[src/include/vga_params.svh]
`ifndef VGA_PARAMS_SVH
`define VGA_PARAMS_SVH

// 640x480 at 60 Hz, horizontal timing in pixel clocks
`define H_ACTIVE 640
`define H_FRONT 16
`define H_SYNC 96
`define H_BACK 48

// vertical timing in lines
`define V_ACTIVE 480
`define V_FRONT 10
`define V_SYNC 2
`define V_BACK 33

// cells are 8x8 pixels
`define CELL_SHIFT 3

// cell grid, 640/8 across and 480/8 down
`define GRID_W 80
`define GRID_H 60

`endif
[src/source/vgaController.sv]
`timescale 1ns/1ps
`default_nettype none
`include "vga_params.svh"

module vgaController (
  input  logic       clk,
  input  logic       rst,
  output logic [9:0] pixX,
  output logic [9:0] pixY,
  output logic       hsyncRaw,
  output logic       vsyncRaw,
  output logic       activeRaw
);

  // 800 clocks per line
  localparam int hTotal = `H_ACTIVE + `H_FRONT + `H_SYNC + `H_BACK;
  // 525 lines per frame
  localparam int vTotal = `V_ACTIVE + `V_FRONT + `V_SYNC + `V_BACK;
  localparam int hSyncStart = `H_ACTIVE + `H_FRONT;
  localparam int hSyncEnd = hSyncStart + `H_SYNC;
  localparam int vSyncStart = `V_ACTIVE + `V_FRONT;
  localparam int vSyncEnd = vSyncStart + `V_SYNC;

  logic [9:0] hCount;
  logic [9:0] vCount;
  logic       hLast;
  logic       vLast;

  assign hLast = (hCount == 10'(hTotal - 1));
  assign vLast = (vCount == 10'(vTotal - 1));

  // horizontal wrap steps the line counter
  always_ff @(posedge clk) begin
    if (rst) begin
      hCount <= '0;
      vCount <= '0;
    end else if (hLast) begin
      hCount <= '0;
      vCount <= vLast ? '0 : vCount + 1'b1;
    end else begin
      hCount <= hCount + 1'b1;
    end
  end

  assign pixX = hCount;
  assign pixY = vCount;

  // sync pulses active low
  assign hsyncRaw = ~((hCount >= 10'(hSyncStart)) && (hCount < 10'(hSyncEnd)));
  assign vsyncRaw = ~((vCount >= 10'(vSyncStart)) && (vCount < 10'(vSyncEnd)));

  // visible 640x480 region starts at count 0
  assign activeRaw = (hCount < 10'(`H_ACTIVE)) && (vCount < 10'(`V_ACTIVE));

endmodule

`default_nettype wire

[config.mk]
export PLATFORM = sky130hd
export DESIGN_NAME = vgaController
export DESIGN_NICKNAME = d
export VERILOG_FILES = /design/src/source/vgaController.sv
export VERILOG_INCLUDE_DIRS = /design/src /design/src/include
export SDC_FILE = /design/constraint.sdc
export NUM_CORES = 1
export LEC_CHECK = 0
export BUFFER_PORTS_ARGS = -buffer_cell sky130_fd_sc_hd__buf_2
export CAP_MARGIN = 15
export CORE_MARGIN = 4
export CORE_UTILIZATION = 40
export CTS_BUF_LIST = sky130_fd_sc_hd__clkbuf_8
export DETAILED_ROUTE_END_ITERATION = 10
export PLACE_DENSITY = 0.65
export SETUP_SLACK_MARGIN = 0.1
export SYNTH_ARGS = -nofsm -noshare
export SYNTH_HDL_FRONTEND = slang
export SYNTH_SLANG_ARGS = --single-unit
[constraint.sdc]
create_clock -name clk -period 1.97 [get_ports clk]
set_input_delay 0.0985 -clock clk [delete_from_list [all_inputs] [get_ports clk]]
set_output_delay 0.0985 -clock clk [all_outputs]
set_load 0.05 [all_outputs]
Word-level counts from Yosys, hierarchy flattened
Cells that the tools add are included.
{"block": "totals", "ff_bits": 20, "in_bits": 2, "output_inout_bits": 23, "elab_cells": 19}
{"block": "op_classes", "addsub": 2, "order_cmp": 6, "eq_ne": 2, "muxes": 1, "bitwise_logic": 2, "n_reduce_logical": 4}
{"op": "10-bit by 1-bit adder with 10-bit output, second input constant", "count": 2}
{"op": "10-bit == test, second input constant", "count": 2}
{"op": "10-bit less-than comparator, second input constant", "count": 2}
{"op": "10-bit by 9-bit less-than comparator with 1-bit output, second input constant", "count": 2}
{"op": "10-bit greater-or-equal comparator, second input constant", "count": 1}
{"op": "10-bit by 9-bit greater-or-equal comparator with 1-bit output, second input constant", "count": 1}
{"op": "10-bit two-way mux", "count": 1}
{"op": "1-bit logical AND", "count": 3}
{"op": "1-bit NOT", "count": 2}
{"op": "2-bit OR reduction", "count": 1}

Depth between registers and ports, before layout
{"block": "depth", "word_depth": 3, "depth_mapped": 7, "depth_no_buf": 6}

Worst setup path before layout
OpenSTA, ideal clock, no wires.
{"block": "synth_path", "kind": "reg-to-reg", "start": "reg hCount[4], in the netlist pixX[4]", "end": "reg vCount[8], in the netlist pixY[8]", "setup_ns": 0.066, "arrival_time_ns": 2.258, "t_required_ns": 1.904, "path_slack_ns": -0.354, "stages_incl_launch_ff": 5, "path_buffers": 0, "synth_period_minus_slack_ns": 2.324, "cell_sequence": "dfxtp_1 or4b_4 or4_4 or3_1 a21oi_2"}
{"block": "synth_via", "elab_chain_len": 1}
{"item": "start: declaration", "line": "vgaController.sv:24", "rtl": "logic [9:0] hCount;"}
{"item": "start signal: assignment", "line": "vgaController.sv:41", "rtl": "hCount <= hCount + 1'b1;"}
{"item": "10-bit == test", "line": "vgaController.sv:29", "rtl": "assign hLast = (hCount == 10'(hTotal - 1));"}
{"item": "end signal: assignment", "line": "vgaController.sv:39", "rtl": "vCount <= vLast ? '0 : vCount + 1'b1;"}
{"item": "end: declaration", "line": "vgaController.sv:25", "rtl": "logic [9:0] vCount;"}
Every way passes these cells.
A chain may end at the register's enable or synchronous reset.

Final worst setup path
{"block": "layout_path", "start": "reg hCount[5], in the netlist pixX[5]", "end": "reg vCount[6], in the netlist pixY[6]"}
The elaborated chain is that of the path after synthesis.

==> flow_summary.ini <==
[worst_setup_path]
crit_chain = or4b_4 > or4_4 > or3_4 > a21oi_2
timing.critical_path.buf_inv = 0
crit_arrival_ns = 2.06
critPathLaunchType = flop
path_max_fanout = 5
max_stage_delay_ns = 0.54
worst_setup_path_end_kind = flop
crit_slowest_cell = or4b_4
cp_top_family = simple AND/OR/NAND/NOR gates
crit_type = flop to flop
required_ns = 2.17

[clock_network]
numCtsBuffers = 3
cts_tree = built
hold_buffers = 0
clockBufferDepth = 2
cts_sinks = 20
insertion_delay_ns = 0.26
path_clk_slew_ns = 0.08
cts.htree.levels = 1
clock-root-buffer = clkbuf_8

[logic_synthesis]
synth_top_family_by_area = simple AND/OR/NAND/NOR gates
synth_area_um2 = 994.7
ys_seq_area_share_pct = 40.25
yosys.area_share.simple_pct = 30.06
synthXorXnorAreaFrac_pct = 10.57
ys_ff_latch = 20
synth.avg_cell_area_um2 = 8.502
synth_compound_area_share_pct = 7.925
synth-adder-area-share_pct = 6.289
syn_inst = 117
synth.distinct_cells = 28
synth_warnings = 0
syn_nets = 124
synth.mux.area_fraction_pct = 1.006

[floorplanning]
ios = 25
die_area_um2 = 3348
core_um2 = 2297
num_rows = 17
fp.dieW_um = 57.87
die_y_um = 57.87
start_util_pct = 43.30

[timing]
setup_viol = 0
hold_viol_final = 0
slew_headroom_pct = 74.14
tightest_slew_ns = 0.3844
fin_crit_sh_pct = 94.71
fmax_ghz = 0.5360
rsz0062_at_grt = true
slew_violations = 0
final.setup_skew_ns = 0.003598
period_minus_slack_ns = 1.866

[route]
ant_nets = 0
dr.pass1.iters = 5
drc = 0
wl_mm = 2.566
drt-initial-drc-count = 34
wl_per_cell_um = 14.26
vias = 962
via_per_inst = 5.344

[power]
pwr-share-seq_pct = 56.1
pwr-share-clk_pct = 37.5
power_mw = 0.7354
p_sw_mw = 0.1791
ir_drop_v = 0.0003712
sw_frac_of_total_pct = 24.35
p_per_area_nw_per_um2 = 553.4
internal_power_mw = 0.5563
power_leakage_nw = 0.5426
comb_power_share_pct = 6.3

[flow_run]
max_cap_violations = 0

[finish]
final_area_um2 = 1329
fillers = 215
fin_nets = 160
syn_to_final_growth_pct = 33.58
drive_gt1_share_pct = 39.47
insertedDiodeCount = 0

[placement]
gp_congestion = 0.8254
postPlaceCellArea_um2 = 1224
hpwl_mm = 1.797
port-buffer-count = 24

[grt]
grtUsageTotal_pct = 15.49
grt_antenna_before_repair = 0
overflow = 0
grt_max_degree = 12
grt_pass1_vias = 883
grt_pass1_wl_mm = 4.091

[min_path]
hp-class = input port to flop

[run_status]
status = finished, final reports clean
==> cell usage in the layout (no fill, tap or decap), types with 2 or more instances in the layout <==
| cell | n |
|---|---|
| dfxtp_4 | 5 |
| nand3_1 | 4 |
| xnor2_1 | 9 |
| nand2_1 | 8 |
| and3_1 | 2 |
| nor4b_1 | 2 |
| dfxtp_2 | 7 |
| buf_2 | 23 |
| buf_4 | 8 |
| ha_1 | 5 |
| nand4_1 | 3 |
| or3_1 | 4 |
| nor3_1 | 3 |
| nor4_1 | 2 |
| dfxtp_1 | 8 |
| nor2_1 | 18 |
| a21oi_1 | 3 |
| xor2_1 | 2 |
| a21oi_2 | 2 |
| inv_1 | 8 |
| clkbuf_8 | 3 |
| or4_4 | 2 |
| o21ai_0 | 5 |
==> stage by stage <==
step                setup WS [ns]  instances    TNS, ns  utilization [%]  hold WS [ns]
CTS                       0.03703        179          0            56.10       0.07945
detailed placement        0.03096        173          0            53.27        0.3533
global placement          0.05664        173          0            53.27        0.3439
floorplan               -0.001845        117  -0.003673                -        0.1579
global route              0.04084        180          0            57.84        0.1148
finish                     0.1042        180          0            57.84       0.09489
==> registers in the layout (all words and copies together), names as in the netlist <==
name  cells
pixX     10
pixY     10
==> synthesized netlist by cell type <==
cell      instances  area share [%]
a21oi_1           4             2.0
a21oi_2           1            0.88
a41o_1            1             1.0
and2_1            1            0.63
and3_1            2             1.3
buf_2             1            0.50
clkbuf_1          1            0.38
dfxtp_1          20              40
ha_1              5             6.3
inv_1             8             3.0
mux2i_1           1             1.0
nand2_1           8             3.0
nand3_1           5             2.5
nand4_1           3             1.9
nor2_1           18             6.8
nor3_1            5             2.5
nor4_1            2             1.3
nor4b_1           2             1.8
o211ai_1          1            0.75
o21a_1            1            0.75
o21ai_0           5             2.5
or2_2             1            0.63
or3_1             5             3.1
or4_4             2             2.3
or4b_2            1             1.0
or4b_4            1             1.4
xnor2_1           9             7.9
xor2_1            3             2.6
==> worst register-to-register path, cell delays in order (launching register included) <==
cell and delay [ns]:
dfxtp_4 0.34, or4b_4 0.54, or4_4 0.46, or3_4 0.34, a21oi_2 0.12
==> worst paths after layout <==
path / start / endpoint / slack [ns] / cells past startpoint
worst max-delay path: pixX[5]$_SDFF_PP0_ / pixY[6]$_SDFFE_PP0N_ / 0.10 / 4
worst min-delay path: rst / pixY[6]$_SDFFE_PP0N_ / 0.09 / 2
worst max register to register: pixX[5]$_SDFF_PP0_ / pixY[6]$_SDFFE_PP0N_ / 0.10 / 4
worst min register to register: pixX[0]$_SDFF_PP0_ / pixX[0]$_SDFF_PP0_ / 0.45 / 1
==> cell families after synthesis <==
logic type | Yosys count
adder cells (fa/ha/maj) | 5
AO/OA/AOI/OAI | 13
AND/OR/NAND/NOR | 56
flip-flops | 20
buffers and inverters | 10
XOR/XNOR | 12
multiplexers | 1
==> routing by layer <==
metal	share of wire [%]	GRT usage [%]	vias to the layer above
met4	1.0	5.960	0
li1	-	-	474
met3	6.0	3.118	4
met5	0	0	-
met1	44	19.97	456
met2	49	25.32	28
==> final cells by class <==
class | instances | area, um^2 | area share, %
multi-input cells | 88 | 604.3 | 45.48
clock inverters | 1 | 3.754 | 0.2825
inverters | 8 | 30.03 | 2.260
repair buffers | 32 | 186.4 | 14.03
flip-flops and latches | 20 | 427.9 | 32.20
well taps | 28 | 35.03 | 2.637
clock buffers | 3 | 41.29 | 3.107
==> power by group through the flow <==
| stage | clock [mW] | combinational [mW] | sequential (mW) |
|---|---|---|---|
| global route | 0.304 | 0.0499 | 0.414 |
| detailed placement | 0 | 0.0448 | 0.422 |
| floorplan | 0 | 0.0157 | 0.440 |
| CTS | 0.282 | 0.0454 | 0.413 |
| global placement | 0 | 0.0438 | 0.422 |
| finish | 0.276 | 0.0466 | 0.413 |
==> repair_timing <==
item / in CTS / in global routing
pin swaps: 5 / 2
gates cloned: 0 / 1
resized for setup: 2 / 7
endpoints found under the setup margin: 4 / 18
buffers inserted: 2 / 0
Note: power is estimated with default switching activity, not from simulation.
