### config.mk
export PLATFORM = sky130hd
export DESIGN_NAME = drawCmdReceiver
export DESIGN_NICKNAME = d
export VERILOG_FILES = /design/src/source/vgaPkg.sv /design/src/source/drawCmdReceiver.sv
export VERILOG_INCLUDE_DIRS = /design/src /design/src/include
export SDC_FILE = /design/constraint.sdc
export NUM_CORES = 1
export LEC_CHECK = 0
export BUFFER_PORTS_ARGS = -buffer_cell sky130_fd_sc_hd__buf_2
export CORE_ASPECT_RATIO = 0.7
export CORE_MARGIN = 1
export CORE_UTILIZATION = 53
export DETAILED_ROUTE_END_ITERATION = 12
export PLACE_DENSITY = 0.78
export SLEW_MARGIN = 20
export SYNTH_ARGS = -nofsm -noshare
export SYNTH_HDL_FRONTEND = slang
export SYNTH_SLANG_ARGS = --single-unit
export TNS_END_PERCENT = 20
### constraint.sdc
create_clock -name clk -period 2.37 [get_ports clk]
set_clock_uncertainty 0.2 [all_clocks]
set_input_delay 0.237 -clock clk [delete_from_list [all_inputs] [get_ports clk]]
set_output_delay 0.237 -clock clk [all_outputs]
set_load 0.01 [all_outputs]
### src/include/vga_params.svh
`ifndef VGA_PARAMS_SVH
`define VGA_PARAMS_SVH

// 640x480 at 60 Hz, horizontal timing in pixel clocks
`define H_ACTIVE 640
`define H_FRONT 16
`define H_SYNC 96
`define H_BACK 48

// vertical timing in lines
`define V_ACTIVE 480
`define V_FRONT 10
`define V_SYNC 2
`define V_BACK 33

// cells are 8x8 pixels
`define CELL_SHIFT 3

// cell grid, 640/8 across and 480/8 down
`define GRID_W 80
`define GRID_H 60

`endif
### src/source/vgaPkg.sv
`default_nettype none

package vgaPkg;

  // host command opcodes
  typedef enum logic [1:0] {
    OP_PAINT,
    OP_ERASE,
    OP_CLEAR
  } drawOp;

  // command receiver states
  typedef enum logic [1:0] {
    S_IDLE,
    S_WRITE,
    S_CLEAR,
    S_ACK
  } rxState;

  // bit 2 red, bit 1 green, bit 0 blue
  typedef logic [2:0] colorCode;

  // cell coordinates, 0..79 across and 0..59 down
  typedef logic [6:0] cellX;
  typedef logic [5:0] cellY;

endpackage

`default_nettype wire

### src/source/drawCmdReceiver.sv
`timescale 1ns/1ps
`default_nettype none
`include "vga_params.svh"

module drawCmdReceiver import vgaPkg::*; (
  input  logic     clk,
  input  logic     rst,
  input  logic     req,
  input  drawOp    op,
  input  cellX     cellXIn,
  input  cellY     cellYIn,
  input  colorCode colorIn,
  output logic     ack,
  output logic     wrEn,
  output cellX     wrX,
  output cellY     wrY,
  output colorCode wrColor
);

  rxState   state;
  logic     reqQ;
  logic     reqRise;
  // command latched at req rising edge
  drawOp    cmdOp;
  cellX     cmdX;
  cellY     cmdY;
  colorCode cmdColor;
  // clear sweep position
  cellX     clrX;
  cellY     clrY;
  logic     clrRowEnd;
  logic     clrLast;
  logic     onGrid;

  assign reqRise = req & ~reqQ;

  // off-grid paint or erase is acked but never written
  assign onGrid = (cmdX < cellX'(`GRID_W)) && (cmdY < cellY'(`GRID_H));

  assign clrRowEnd = (clrX == cellX'(`GRID_W - 1));
  assign clrLast = clrRowEnd && (clrY == cellY'(`GRID_H - 1));

  // ack held for as long as the fsm waits for req low
  assign ack = (state == S_ACK);

  always_ff @(posedge clk) begin
    if (rst) begin
      state <= S_IDLE;
      reqQ <= 1'b0;
      clrX <= '0;
      clrY <= '0;
    end else begin
      reqQ <= req;
      case (state)
        S_IDLE: begin
          if (reqRise) begin
            clrX <= '0;
            clrY <= '0;
            state <= (op == OP_CLEAR) ? S_CLEAR : S_WRITE;
          end
        end
        // single write strobe, ack on the next cycle
        S_WRITE: state <= S_ACK;
        // one cell per cycle, row by row
        S_CLEAR: begin
          if (clrLast) begin
            state <= S_ACK;
          end else if (clrRowEnd) begin
            clrX <= '0;
            clrY <= clrY + 1'b1;
          end else begin
            clrX <= clrX + 1'b1;
          end
        end
        S_ACK: begin
          if (!req) state <= S_IDLE;
        end
        default: state <= S_IDLE;
      endcase
    end
  end

  // payload capture
  always_ff @(posedge clk) begin
    if (state == S_IDLE && reqRise) begin
      cmdOp <= op;
      cmdX <= cellXIn;
      cmdY <= cellYIn;
      cmdColor <= colorIn;
    end
  end

  // store write port, erase writes code 0
  always_comb begin
    wrEn = 1'b0;
    wrX = cmdX;
    wrY = cmdY;
    wrColor = (cmdOp == OP_PAINT) ? cmdColor : '0;
    case (state)
      S_WRITE: wrEn = onGrid;
      S_CLEAR: begin
        wrEn = 1'b1;
        wrX = clrX;
        wrY = clrY;
        wrColor = '0;
      end
      default: wrEn = 1'b0;
    endcase
  end

endmodule

`default_nettype wire

Word level (Yosys, flattened, before mapping)
Index checks and enable logic that the tools add are counted.
Widths: inputs -> output; s select.
- output and inout bits: 18
- bits of input ports: 21
- register bits: 34
- bitwise gates (word level): 2
- reductions and logical operators: 9
- equality and inequality tests: 11
- add/sub/neg operators: 2
- order comparisons: 2
- muxes and demuxes: 18
- operator list (cell ; count):
    $mux 7 ; 4
    $mux 6 ; 4
    $pmux 7 s2 ; 1
    $pmux 6 s2 ; 1
    $ne 2x2->1 const B ; 5
    $mux 2 ; 4
    $pmux 2 s4 ; 1
    $add 7x1->7 const B ; 1
    $eq 7x7->1 const B ; 1
    $lt 7x7->1 const B ; 1
    $add 6x1->6 const B ; 1
    $eq 2x2->1 const B ; 3
    $eq 6x6->1 const B ; 1
    $lt 6x6->1 const B ; 1
    $mux 3 ; 2
    $reduce_and 3->1 ; 2
    $logic_not 2->1 ; 2
    $reduce_and 4->1 ; 1
    $logic_and 1x1->1 ; 3
    $eq 2x1->1 const B ; 1
    $pmux 1 s2 ; 1
    $reduce_bool 2->1 ; 1
    $and 1x1->1 ; 1
    $not 1->1 ; 1

Logic depth before layout (Yosys ltp)
- depth in word-level cells: 4
- gate-level depth with buffers: 7

Worst setup path after synthesis
OpenSTA, ideal clock, no wires.
- kind: reg-to-output
- start: reg state[0]
- end: out wrX[1]
- setup slack: 466 ps
- stages on the path, launching flop included: 7
- data arrival time: 1467 ps
- cells stage by stage: dfxtp_1 > inv_1 > ha_1 > buf_2 > buf_2 > buf_2 > mux2_2
- longest elaborated chain between the ends: 2
- RTL lines (item ; line ; text):
    start, declared ; drawCmdReceiver.sv:20 ; rxState state;
    start signal, assigned ; drawCmdReceiver.sv:59 ; state <= (op == OP_CLEAR) ? S_CLEAR : S_WRITE;
    $eq 2x2->1 ; drawCmdReceiver.sv:99 ; case (state)
    $mux 7 ; drawCmdReceiver.sv:99 ;
    end, declared ; drawCmdReceiver.sv:15 ; output cellX wrX,
Every way passes these cells.

Final worst setup path
- start: reg state[0]
- end: reg clrX[1]
- longest elaborated chain between the ends: 3
- RTL lines (item ; line ; text):
    $eq 2x2->1 / $logic_not 2->1 (equally long branches) ; drawCmdReceiver.sv:54 ; case (state)
    $ne 2x2->1 (no line) / $reduce_bool 2->1 (equally long branches) ; - ;
    $reduce_and 3->1 (no line) ; - ;
    end signal, assigned ; drawCmdReceiver.sv:72 ; clrX <= clrX + 1'b1;
    end, declared ; drawCmdReceiver.sv:29 ; cellX clrX;
Several ways; a longest one is shown, not always the timed one.
A chain may end at the register's enable or synchronous reset.

==> results.json <==
{
  "diodes": 0,
  "critical_path_arrival_ps": 2160,
  "clock_latency_ps": 280,
  "die_area_mm2": 0.003545,
  "gp_congestion": 0.8343,
  "switching_share_pct": 34.65,
  "seq_power_share_pct": 38.7,
  "slew_violations": 0,
  "drc": 2,
  "rsz0062_at_grt": "false",
  "power_frac_clock_pct": 23.3,
  "synth_edf_count": 18,
  "synth.avg_cell_area_um2": 10.69,
  "setup.worst_path.start": "state[0]",
  "worst_pin_slew_ps": 486.8,
  "hold_violations": 0,
  "finalSetupTns_ps": 0,
  "fill_cells": 232,
  "post-dp-hpwl_mm": 2.925,
  "routed_wl_mm": 4.164,
  "finalSetupViolCount": 0,
  "holdCritStartpoint": "req",
  "max_freq_mhz": 457.7,
  "maxCapViolCount": 0,
  "core_mm2": 0.003148,
  "drive_above_1_share_pct": 32.60,
  "relSlewSlack_pct": 67.55,
  "p_int_mw": 1.244,
  "period_share_pct": 92.18,
  "synth_top_area_share_pct": 30.84,
  "p_comb_share_pct": 38.0,
  "ir_worst_vdd_mv": 0.5673,
  "power_leakage_nw": 0.9277,
  "grt_pass1_wl_mm": 6.796,
  "syn-num-nets": 191,
  "track_usage_pct": 25.99,
  "p_switching_mw": 0.6596,
  "period_needed_ps": 2185,
  "area_delta_synth_final_pct": 29.91,
  "ys_ff_latch": 34,
  "grt.overflow.total": 0,
  "vias_per_cell": 5.657,
  "clkTransAtPathRegs_ps": 70,
  "cts_root_buf": "clkbuf_8",
  "numPortBuffers": 38,
  "wl_per_cell_um": 15.71,
  "p_per_area_mw_per_mm2": 835.9,
  "grt_pass1_vias": 1415,
  "antenna_found_initial": 0,
  "initial_core_util_pct": 55.68,
  "multi_input_area_um2": 843.3,
  "rows": 17,
  "die_h_um": 50.12,
  "end_kind": "flop",
  "ys_seq_area_share_pct": 49.11,
  "slowest_delay_ps": 410,
  "via_count": 1499,
  "synth-main-ff-cell": "edfxtp_1",
  "cp.required_ps": 2350,
  "worstReg2RegStart": "state[0]",
  "regArea_um2": 860.8,
  "violations": "DRC",
  "async_flop_share_pct": 0,
  "hp-class": "in -> reg",
  "syn_inst": 164,
  "synth_area_leaders": "edfxtp_1, dfxtp_1, mux2_2",
  "start_kind": "flop",
  "cts_max_level": 2,
  "status": "finished, violations left",
  "synth_area_mm2": 0.001753,
  "synth_cell_type_count": 43,
  "first_pass_iters": 8,
  "cts_made_buffers": 5,
  "ant_nets": 0,
  "fp.dieW_um": 70.74,
  "worst-path-max-fanout": 12,
  "crit_slowest_cell": "a311oi_2",
  "io_pins": 39,
  "ys.warnings.count": 0,
  "critPathKind": "reg -> reg",
  "drtIter0Drc": 128,
  "dpl_cell_area_mm2": 0.002001,
  "grt_max_degree": 20,
  "cts_sinks": 34,
  "nNetsFinal": 253,
  "yosysTopAreaCell": "edfxtp_1",
  "cts_buffer_depth": 2,
  "fin_area_mm2": 0.002277,
  "cts_tree": "built",
  "synth_most_common_cell": "edfxtp_1",
  "yosys-top-cells-count": "edfxtp_1, dfxtp_1, mux2_2, nor2_1",
  "final_util_pct": 72.34,
  "path_cells": "inv_1 -> ha_1 -> and2_1 -> a311oi_2 -> nor2_1 -> a32o_1"
}
## cells by family after synthesis
logic type | share of synthesized area [%]
multiplexers | 9.565
adder cells (fa/ha/maj) | 4.283
buffers and inverters | 3.070
AO/OA/AOI/OAI | 14.49
flip-flops | 49.11
AND/OR/NAND/NOR | 19.49
## state kept, by name (all words and copies together) (netlist names)
name / cells
state: 2
clrY: 6
cmdX: 7
cmdY: 6
reqQ: 1
clrX: 7
cmdColor: 3
cmdOp: 2
## timing repair
item	4_1_cts	5_1_grt
endpoints found under the setup margin	0	3
endpoints found under the hold margin	18	0
buffers inserted	0	0
resized for setup	0	1
hold buffers	18	0
## worst max-delay path, delay by kind of cell (launching register included)
family	cells	cell delay (ps)
flops	1	390
simple gates	2	490
compound gates	2	650
buf+inv	1	80
fa+ha+maj	1	280
## worst paths after layout
check                           endpoint  slack, ps  cells after the start
worst min register to register  state[0]        320                      2
worst max-delay path             clrX[1]        190                      6
worst max register to register   clrX[1]        190                      6
worst min-delay path                reqQ         10                      2
## layer usage
layer	up-vias	wire length, um	GRT usage [%]
li1	736	-	-
met1	705	1912	35.46
met2	56	1953	41.67
met3	2	283	6.748
met4	0	13	6.000
met5	-	0	0
## power by group through the flow
stage	logic (mW)	registers, mW	clock network [mW]
global route	0.792	0.745	0.471
CTS	0.713	0.735	0.449
global placement	0.663	0.742	0
detailed placement	0.685	0.749	0
floorplan	0.477	0.737	0
finish	0.724	0.736	0.443
## layout make-up
| class | instances | share of cell area, % |
|---|---|---|
| repair buffers | 61 | 17.91 |
| well taps | 38 | 2.088 |
| inverters | 7 | 1.154 |
| flip-flops and latches | 34 | 37.80 |
| clock inverters | 1 | 0.2198 |
| clock buffers | 7 | 3.791 |
| multi-input cells | 117 | 37.03 |
## placed cells by master (no fill, tap or decap), drive strengths merged, types with 4 or more instances in the layout
cell | synthesis | routed
a311oi | 4 | 4
edfxtp | 18 | 18
buf | 4 | 43
ha | 6 | 6
nand3 | 6 | 6
mux2 | 14 | 14
a21oi | 8 | 8
dlygate4sd3 | 0 | 18
nor2 | 11 | 11
o21ai | 9 | 9
nand2 | 9 | 9
dfxtp | 16 | 16
clkbuf | 2 | 7
inv | 7 | 7
nor2b | 6 | 6
and2 | 8 | 8
## per-stage QoR
step	power (mW)	cells	worst slack, ps	hold WS (ps)
5_1_grt	2.008	265	58.13	11.91
3_5_place_dp	1.434	239	234.1	215.3
3_3_place_gp	1.405	239	249.1	213.4
4_1_cts	1.897	265	124.6	6.844
6_report	1.903	265	185.3	9.742
2_1_floorplan	1.215	164	465.9	135.9
(Power assumes the default switching activity.)
