==> src/include/vga_params.svh <==
`ifndef VGA_PARAMS_SVH
`define VGA_PARAMS_SVH

// 640x480 at 60 Hz, horizontal timing in pixel clocks
`define H_ACTIVE 640
`define H_FRONT 16
`define H_SYNC 96
`define H_BACK 48

// vertical timing in lines
`define V_ACTIVE 480
`define V_FRONT 10
`define V_SYNC 2
`define V_BACK 33

// cells are 8x8 pixels
`define CELL_SHIFT 3

// cell grid, 640/8 across and 480/8 down
`define GRID_W 80
`define GRID_H 60

`endif
==> src/source/vgaPkg.sv <==
`default_nettype none

package vgaPkg;

  // host command opcodes
  typedef enum logic [1:0] {
    OP_PAINT,
    OP_ERASE,
    OP_CLEAR
  } drawOp;

  // command receiver states
  typedef enum logic [1:0] {
    S_IDLE,
    S_WRITE,
    S_CLEAR,
    S_ACK
  } rxState;

  // bit 2 red, bit 1 green, bit 0 blue
  typedef logic [2:0] colorCode;

  // cell coordinates, 0..79 across and 0..59 down
  typedef logic [6:0] cellX;
  typedef logic [5:0] cellY;

endpackage

`default_nettype wire

==> src/source/videoOutput.sv <==
`timescale 1ns/1ps
`default_nettype none

module videoOutput import vgaPkg::*; (
  input  logic       clk,
  input  logic       rst,
  input  logic       hsyncRaw,
  input  logic       vsyncRaw,
  input  logic       activeRaw,
  input  colorCode   rdColor,
  output logic       hsync,
  output logic       vsync,
  output logic       blank_b,
  output logic [3:0] rBlanked,
  output logic [3:0] gBlanked,
  output logic [3:0] bBlanked
);

  // timing delayed one cycle to line up with the store read
  logic hsyncQ;
  logic vsyncQ;
  logic activeQ;

  always_ff @(posedge clk) begin
    if (rst) begin
      hsyncQ <= 1'b1;
      vsyncQ <= 1'b1;
      activeQ <= 1'b0;
    end else begin
      hsyncQ <= hsyncRaw;
      vsyncQ <= vsyncRaw;
      activeQ <= activeRaw;
    end
  end

  // output register, each color bit is full scale or off
  always_ff @(posedge clk) begin
    if (rst) begin
      hsync <= 1'b1;
      vsync <= 1'b1;
      blank_b <= 1'b0;
      rBlanked <= '0;
      gBlanked <= '0;
      bBlanked <= '0;
    end else begin
      hsync <= hsyncQ;
      vsync <= vsyncQ;
      blank_b <= activeQ;
      // colors forced dark outside the active region
      rBlanked <= activeQ ? {4{rdColor[2]}} : 4'h0;
      gBlanked <= activeQ ? {4{rdColor[1]}} : 4'h0;
      bBlanked <= activeQ ? {4{rdColor[0]}} : 4'h0;
    end
  end

endmodule

`default_nettype wire

==> config.mk <==
export PLATFORM = sky130hd
export DESIGN_NAME = videoOutput
export DESIGN_NICKNAME = d
export VERILOG_FILES = /design/src/include/vga_params.svh /design/src/source/vgaPkg.sv /design/src/source/videoOutput.sv
export SDC_FILE = /design/constraint.sdc
export NUM_CORES = 1
export LEC_CHECK = 0
export ABC_AREA = 1
export CAP_MARGIN = 20
export CORE_AREA = 4 4 41 43
export DETAILED_ROUTE_END_ITERATION = 6
export DIE_AREA = 0 0 45 47
export DONT_BUFFER_PORTS = 1
export GPL_TIMING_DRIVEN = 1
export PLACE_DENSITY = 0.47
export SYNTH_ARGS = -nofsm -noshare
export SYNTH_HDL_FRONTEND = slang
export SYNTH_SLANG_ARGS = --single-unit
export TNS_END_PERCENT = 50
==> constraint.sdc <==
create_clock -name clk -period 0.8 [get_ports clk]
set_clock_uncertainty 0.1 [all_clocks]
set_input_delay 0.04 -clock clk [delete_from_list [all_inputs] [get_ports clk]]
set_output_delay 0.04 -clock clk [all_outputs]
set_load 0.01 [all_outputs]
# ---- After elaboration in Yosys (flattened, before gate mapping)
# Index checks and enable logic that the tools add are counted.
# Widths: inputs -> output; s select.
dict set report classes {
  add_sub_neg 0
  multipliers 0
  n_div 0
  magnitude_cmp 0
  n_eq_ne 0
  n_shift 0
  mux 0
  bitwise_logic 1
  reduce_logical 1
}
# cell count
set op_table {}
lappend op_table {{$reduce_or 2->1} 1}
lappend op_table {{$not 1->1} 1}
dict set report totals {
  register_bits 9
  latch_bits 0
  ramBits 0
  mem_bits_ro 0
  input_bits 8
  output_inout_bits 15
  memories 0
}

# ---- Depth between registers and ports, before layout
# Gate-level depths: netlist of the first run.
dict set report depth {
  depth_word 2
  ltp_mapped 3
}

# ---- Worst setup path after synthesis of the first run
# Ideal clock, no wire load.
dict set report synth_path {
  path_type {flip-flop to flip-flop}
  from {reg hsyncQ}
  to {reg hsync}
  setup_ps 120
  arrival_ps 453
  required_ps 580
  path_slack_ps 127
  path_stages_with_launch 2
  period_less_slack_ps 673
  cell_sequence {dfxtp_1 > or2_1}
}
# item line_no
set synth_rtl {}
lappend synth_rtl {{start: declaration} videoOutput.sv:20} ;# logic hsyncQ;
lappend synth_rtl {{start signal: assignment} videoOutput.sv:30} ;# hsyncQ <= hsyncRaw;
lappend synth_rtl {{end signal: assignment} videoOutput.sv:46} ;# hsync <= hsyncQ;
lappend synth_rtl {{end: declaration} videoOutput.sv:11} ;# output logic hsync,
# No word-level cell between the ends.

# ---- Final worst setup path of the first run
dict set report layout_path {
  from {reg, netlist name bBlanked[0]}
  to {out bBlanked[0]}
}
# item line_no
set layout_rtl {}
lappend layout_rtl {{end: declaration} videoOutput.sv:16} ;# output logic [3:0] bBlanked
# No word-level cell between the ends.

==> impl_metrics.py, run 1 <==
metrics = {
    "synthesis": {
        "synth_area_um2": 317,
        "syn-num-nets": 41,
        "avgSynthCellArea_um2": 9.59,
        "syn-instance-count": 33,
        "ys_warn_count": 0,
        "yosysSeqAreaShare_pct": 56.9,
        "ys_ff_latch": 9,
        "synth_cell_types": 6,
    },
    "status": {
        "status": "complete, but fails checks",
        "violations": "negative setup slack",
    },
    "clock_tree": {
        "clk_pin_slew_ps": 50,
        "h-tree-depth": 1,
        "cts_tree": "done",
        "cts_buffer_depth": 2,
        "worstSkewPairLatency_ps": 250,
        "clock-root-buffer": "clkbuf_4",
        "clkSinkCount": 9,
        "numCtsBuffers": 3,
    },
    "final_layout": {
        "fill_cells": 131,
        "final_cell_mix": "inv_1 (6), dlygate4sd3_1 (6), dfxtp_1 (5)",
        "areaGrowthSynthToFinish_pct": 36.4,
        "n_antenna_cell": 0,
        "fin_nets": 47,
        "drive_above_1_share_pct": 28.9,
    },
    "placement": {
        "gp_congestion": 0.663,
        "portBuffers": 0,
    },
    "floorplanning": {
        "dieWidth_um": 45,
        "floorplan.die.height_um": 47,
        "pin_count": 23,
        "die_area_mm2": 0.00212,
        "core_mm2": 0.00130,
        "rows": 13,
        "floorplan.initialDensity_pct": 24.3,
    },
    "critical_path": {
        "worstSetupPathType": "flip-flop to primary output",
        "path_cells": "buf_12",
        "r2r_cells": 1,
        "crit_fanout": 4,
        "start_kind": "flip-flop",
        "cp_slowest_stage_delay_ps": 340,
        "cpMaxStageDelayCell": "dfxtp_2",
        "worstReg2RegStart": "hsyncQ",
        "cp_data_required_time_ps": 660,
        "worstPathArrival_ps": 720,
        "regToRegEndpoint": "hsync",
        "cp_num_buf_inv": 1,
        "crit_family": "flip-flops",
        "setup.worst_path.end_class": "primary output",
        "rrSetupSlack_ps": 90,
    },
    "min_path": {
        "worstHoldStart": "rst",
        "min_path_type": "primary input to flip-flop",
        "min_to": "activeQ",
        "whs_path_depth": 2,
    },
    "timing": {
        "grt_setup_unrepaired": "yes",
        "hold_violations": 0,
        "fin_tns_setup_ps": -618,
        "relSlewSlack_pct": 88.8,
        "setup_slack_ps": -57.5,
        "finalCritPeriodShare_pct": 107,
        "drv_slew": 0,
        "hold_ws_ps": 31.5,
        "fin_crit_ps": 858,
        "final-setup-viol-count": 12,
        "max_freq_mhz": 1170,
        "worst_pin_slew_ps": 169,
    },
    "drt": {
        "first_pass_iters": 2,
        "drt-initial-drc-count": 1,
        "drc": 0,
        "post_drt_wl_per_cell_um": 9.77,
        "routed_wl_um": 518,
        "vias_per_cell": 3.68,
        "antenna_left": 0,
        "vias": 195,
    },
    "power": {
        "p_leak_nw": 0.205,
        "power_mw": 0.883,
        "ir_drop_v": 0.000994,
        "powerDensity_mw_per_mm2": 2040,
    },
    "global_routing": {
        "antenna_found_initial": 0,
        "grt_usage_pct": 6.03,
        "grt_pass1_vias": 208,
        "grt_max_degree": 7,
        "grt_pass1_wl_um": 834,
        "grt.overflow.total": 0,
    },
    "run": {
        "maxCapViolations": 0,
    },
}
## where the power goes
group	internal, mW	switching [mW]
Clock	0.191	0.138
Sequential	0.468	0.0105
Combinational	0.0464	0.0293
Total	0.705	0.177
## logic make-up after synthesis
| group | count (synthesis) | share of synthesized area (%) |
|---|---|---|
| buffers and inverters | 15 | 28.5 |
| and+or+nand+nor | 9 | 14.6 |
| DFF | 9 | 56.9 |
## state kept, by name (all words and copies together), names as in the netlist
| signal | cells |
|---|---|
| blank_b | 1 |
| activeQ | 1 |
| hsyncQ | 1 |
| hsync | 1 |
| bBlanked | 1 |
| rBlanked | 1 |
| gBlanked | 1 |
| vsync | 1 |
| vsyncQ | 1 |
## Yosys cell counts
master | number | area [um^2]
buf_4 | 9 | 67.6
dfxtp_1 | 9 | 180
inv_1 | 6 | 22.5
nand2_2 | 1 | 6.26
nor2_1 | 4 | 15.0
or2_1 | 4 | 25.0
## area by class of cell
cell class                 count  area [um^2]  share of cell area, %
clock buffer                   4         26.3                   6.09
timing repair buffer          10          133                   30.7
tap                           15         18.8                   4.35
multi-input combinational      9         46.3                   10.7
inverter                       6         22.5                   5.22
sequential                     9          185                   42.9
## metal layers
metal  GRT usage (%)  wire length [um]  share of wire, %  vias up
met5               0                 0                 0        -
met3            6.51               104                20        2
met1            5.53               185                36       76
met2            8.19               222                43       24
li1                -                 -                 -       93
met4            3.51                 6               1.2        0
## stage by stage
step / instances / util [%] / setup slack [ps] / instance area, um^2
3_3_place_gp: 42 / 25.2 / 117 / 328
3_5_place_dp: 42 / 25.2 / 104 / 328
4_1_cts: 53 / 32.9 / -78.6 / 428
6_report: 53 / 33.2 / -57.5 / 432
5_1_grt: 53 / 33.2 / -92.4 / 432
2_1_floorplan: 33 / - / 127 / 317
## timing repair
item | 4_1_cts | 5_1_grt
setup buffers | 0 | 0
hold buffers | 7 | 0
gates cloned | 0 | 0
endpoints found under the setup margin | 12 | 21
endpoints found under the hold margin | 9 | 0
gates resized for setup | 3 | 2
## worst max-delay path by stage
| stage | startpoint | to | slack (ps) | cells past startpoint |
|---|---|---|---|---|
| final | bBlanked[0] | bBlanked[0] | -60 | 1 |
| after global routing | bBlanked[0] | bBlanked[0] | -90 | 1 |
| after CTS | bBlanked[0] | bBlanked[0] | -80 | 1 |
| after detailed placement | hsyncQ | hsync | 100 | 1 |
| after global placement | hsyncQ | hsync | 120 | 1 |
| after floorplan | hsyncQ | hsync | 130 | 1 |
(Power assumes the default switching activity.)
==> run 2: changes to the inputs <==
--- a/config.mk
+++ b/config.mk
@@ -12,7 +12,7 @@
 export DIE_AREA = 0 0 45 47
 export DONT_BUFFER_PORTS = 1
 export GPL_TIMING_DRIVEN = 1
-export PLACE_DENSITY = 0.47
+export PLACE_DENSITY = 0.46
 export SYNTH_ARGS = -nofsm -noshare
 export SYNTH_HDL_FRONTEND = slang
 export SYNTH_SLANG_ARGS = --single-unit
==> constraint.sdc (replaced) <==
create_clock -name clk -period 1.1 [get_ports clk]
set_clock_uncertainty 0.1 [all_clocks]
set_input_delay 0.055 -clock clk [delete_from_list [all_inputs] [get_ports clk]]
set_output_delay 0.055 -clock clk [all_outputs]
set_load 0.01 [all_outputs]
==> run 2 against run 1 <==
The flow now finishes without violations. Sequential cell count unchanged. Total power fell by 28%. Die area did not move. Clock power shrank 26%. Non-clock buffer count decreased by 3. Clock-buffer cell count stayed put. Utilization decreased by 5.2 points. Worst hold slack gained 270 ps. Global-route usage is 0.64 points lower. First-iteration DRC count shrank 100%. Combinational power fell by 55%. Critical path type unchanged. Critical endpoint is now bBlanked[3].
==> impl_metrics.py, run 2 (synthesis results as in run 1) <==
metrics = {
    "clock_tree": {
        "clk_pin_slew_ps": 60,
        "post_cts_resized": 0,
        "cts_buffer_depth": 2,
        "numCtsBuffers": 3,
        "h-tree-depth": 1,
        "clock-root-buffer": "clkbuf_4",
        "postCtsSetupRepairBufs": 0,
        "worstSkewPairLatency_ps": 250,
        "cts_hold_buf": 7,
        "cts_tree": "done",
        "clkSinkCount": 9,
    },
    "final_layout": {
        "multi_input_area_um2": 46.3,
        "drive_above_1_share_pct": 11.4,
        "final_cell_mix": "dfxtp_1 (9), dlygate4sd3_1 (7), inv_1 (6)",
        "finish.utilization_pct": 28.0,
        "fill_cells": 149,
        "final_common_cell": "dfxtp_1",
        "fin_nets": 44,
        "n_antenna_cell": 0,
        "seq_area_um2": 180,
        "areaGrowthSynthToFinish_pct": 15.0,
    },
    "global_routing": {
        "antenna_found_initial": 0,
        "grt_max_degree": 7,
        "grt_pass1_vias": 173,
        "grt_pass1_wl_um": 731,
        "grt_usage_pct": 5.39,
        "grt.overflow.total": 0,
    },
    "floorplanning": {
        "pin_count": 23,
        "rows": 13,
        "floorplan.initialDensity_pct": 24.3,
        "floorplan.die.height_um": 47,
        "die_area_mm2": 0.00212,
        "dieWidth_um": 45,
        "core_mm2": 0.00130,
    },
    "drt": {
        "vias_per_cell": 3.68,
        "vias": 184,
        "drt-initial-drc-count": 0,
        "drc": 0,
        "post_drt_wl_per_cell_um": 9.52,
        "antenna_left": 0,
        "routed_wl_um": 476,
        "first_pass_iters": 1,
    },
    "power": {
        "power_switching_mw": 0.131,
        "ir_drop_v": 0.000526,
        "p_int_mw": 0.501,
        "pwr-share-comb_pct": 5.4,
        "powerDensity_mw_per_mm2": 1740,
        "power_mw": 0.632,
        "switching_share_pct": 20.8,
        "p_clk_share_pct": 38.6,
        "power_frac_seq_pct": 56.1,
        "p_leak_nw": 0.171,
    },
    "placement": {
        "portBuffers": 0,
        "dp_hpwl_um": 338,
        "gp_congestion": 0.539,
    },
    "critical_path": {
        "cp-startpoint": "bBlanked[0]",
        "rrSetupSlack_ps": 410,
        "worstReg2RegStart": "vsyncQ",
        "crit_path_end": "bBlanked[3]",
        "worstPathArrival_ps": 830,
        "start_kind": "flip-flop",
        "worst-path-stages": 0,
        "crit_fanout": 4,
        "worstSetupPathType": "flip-flop to primary output",
        "regToRegEndpoint": "vsync",
        "cp_data_required_time_ps": 940,
        "r2r_cells": 1,
        "setup.worst_path.end_class": "primary output",
    },
    "timing": {
        "finalCritPeriodShare_pct": 89.2,
        "worst_pin_slew_ps": 420,
        "fin_tns_setup_ps": 0,
        "drv_slew": 0,
        "grt_setup_unrepaired": "no",
        "max_freq_mhz": 1020,
        "relSlewSlack_pct": 72.0,
        "fin_crit_ps": 982,
        "final-setup-viol-count": 0,
        "hold_violations": 0,
        "hold_ws_ps": 300,
    },
    "run": {
        "maxCapViolations": 0,
    },
    "status": {
        "status": "completed",
    },
    "min_path": {
        "min_path_type": "flip-flop to flip-flop",
    },
}
run 2: how the worst min path moves through the flow:
stage	from	end	slack, ps	cells after the start
finish	hsyncQ	hsync	300	1
global route	hsyncQ	hsync	320	1
CTS	vsyncQ	vsync	300	1
detailed placement	rst	activeQ	30	1
global placement	rst	activeQ	30	1
floorplan	rst	activeQ	30	1
run 2: metrics by stage:
| stage | setup WS, ps | cells | instance area [um^2] |
|---|---|---|---|
| 2_1_floorplan | 415 | 33 | 317 |
| 5_1_grt | 55.5 | 50 | 364 |
| 3_3_place_gp | 372 | 39 | 268 |
| 3_5_place_dp | 377 | 39 | 268 |
| 6_report | 118 | 50 | 364 |
| 4_1_cts | 90.9 | 50 | 364 |
run 2: final cells by class:
type	instances	share of cell area (%)
flip-flops and latches	9	49.5
repair buffers	7	19.2
clock buffers	4	7.22
well taps	15	5.15
inverters	6	6.19
multi-input cells	9	12.7
run 2: power groups by stage:
stage / Clock, mW / Combinational, mW / Sequential [mW]
after global routing: 0.273 / 0.0379 / 0.356
after global placement: 0 / 0.0122 / 0.362
after floorplan: 0 / 0.0277 / 0.355
after detailed placement: 0 / 0.0129 / 0.362
after CTS: 0.260 / 0.0339 / 0.354
final: 0.244 / 0.0339 / 0.354
run 2: layer usage:
metal / GRT usage, % / share of wire, % / up-vias
li1: - / - / 89
met1: 5.96 / 36 / 88
met2: 6.21 / 53 / 7
met3: 3.07 / 11 / 0
met4: 7.02 / 0 / 0
met5: 0 / 0 / -
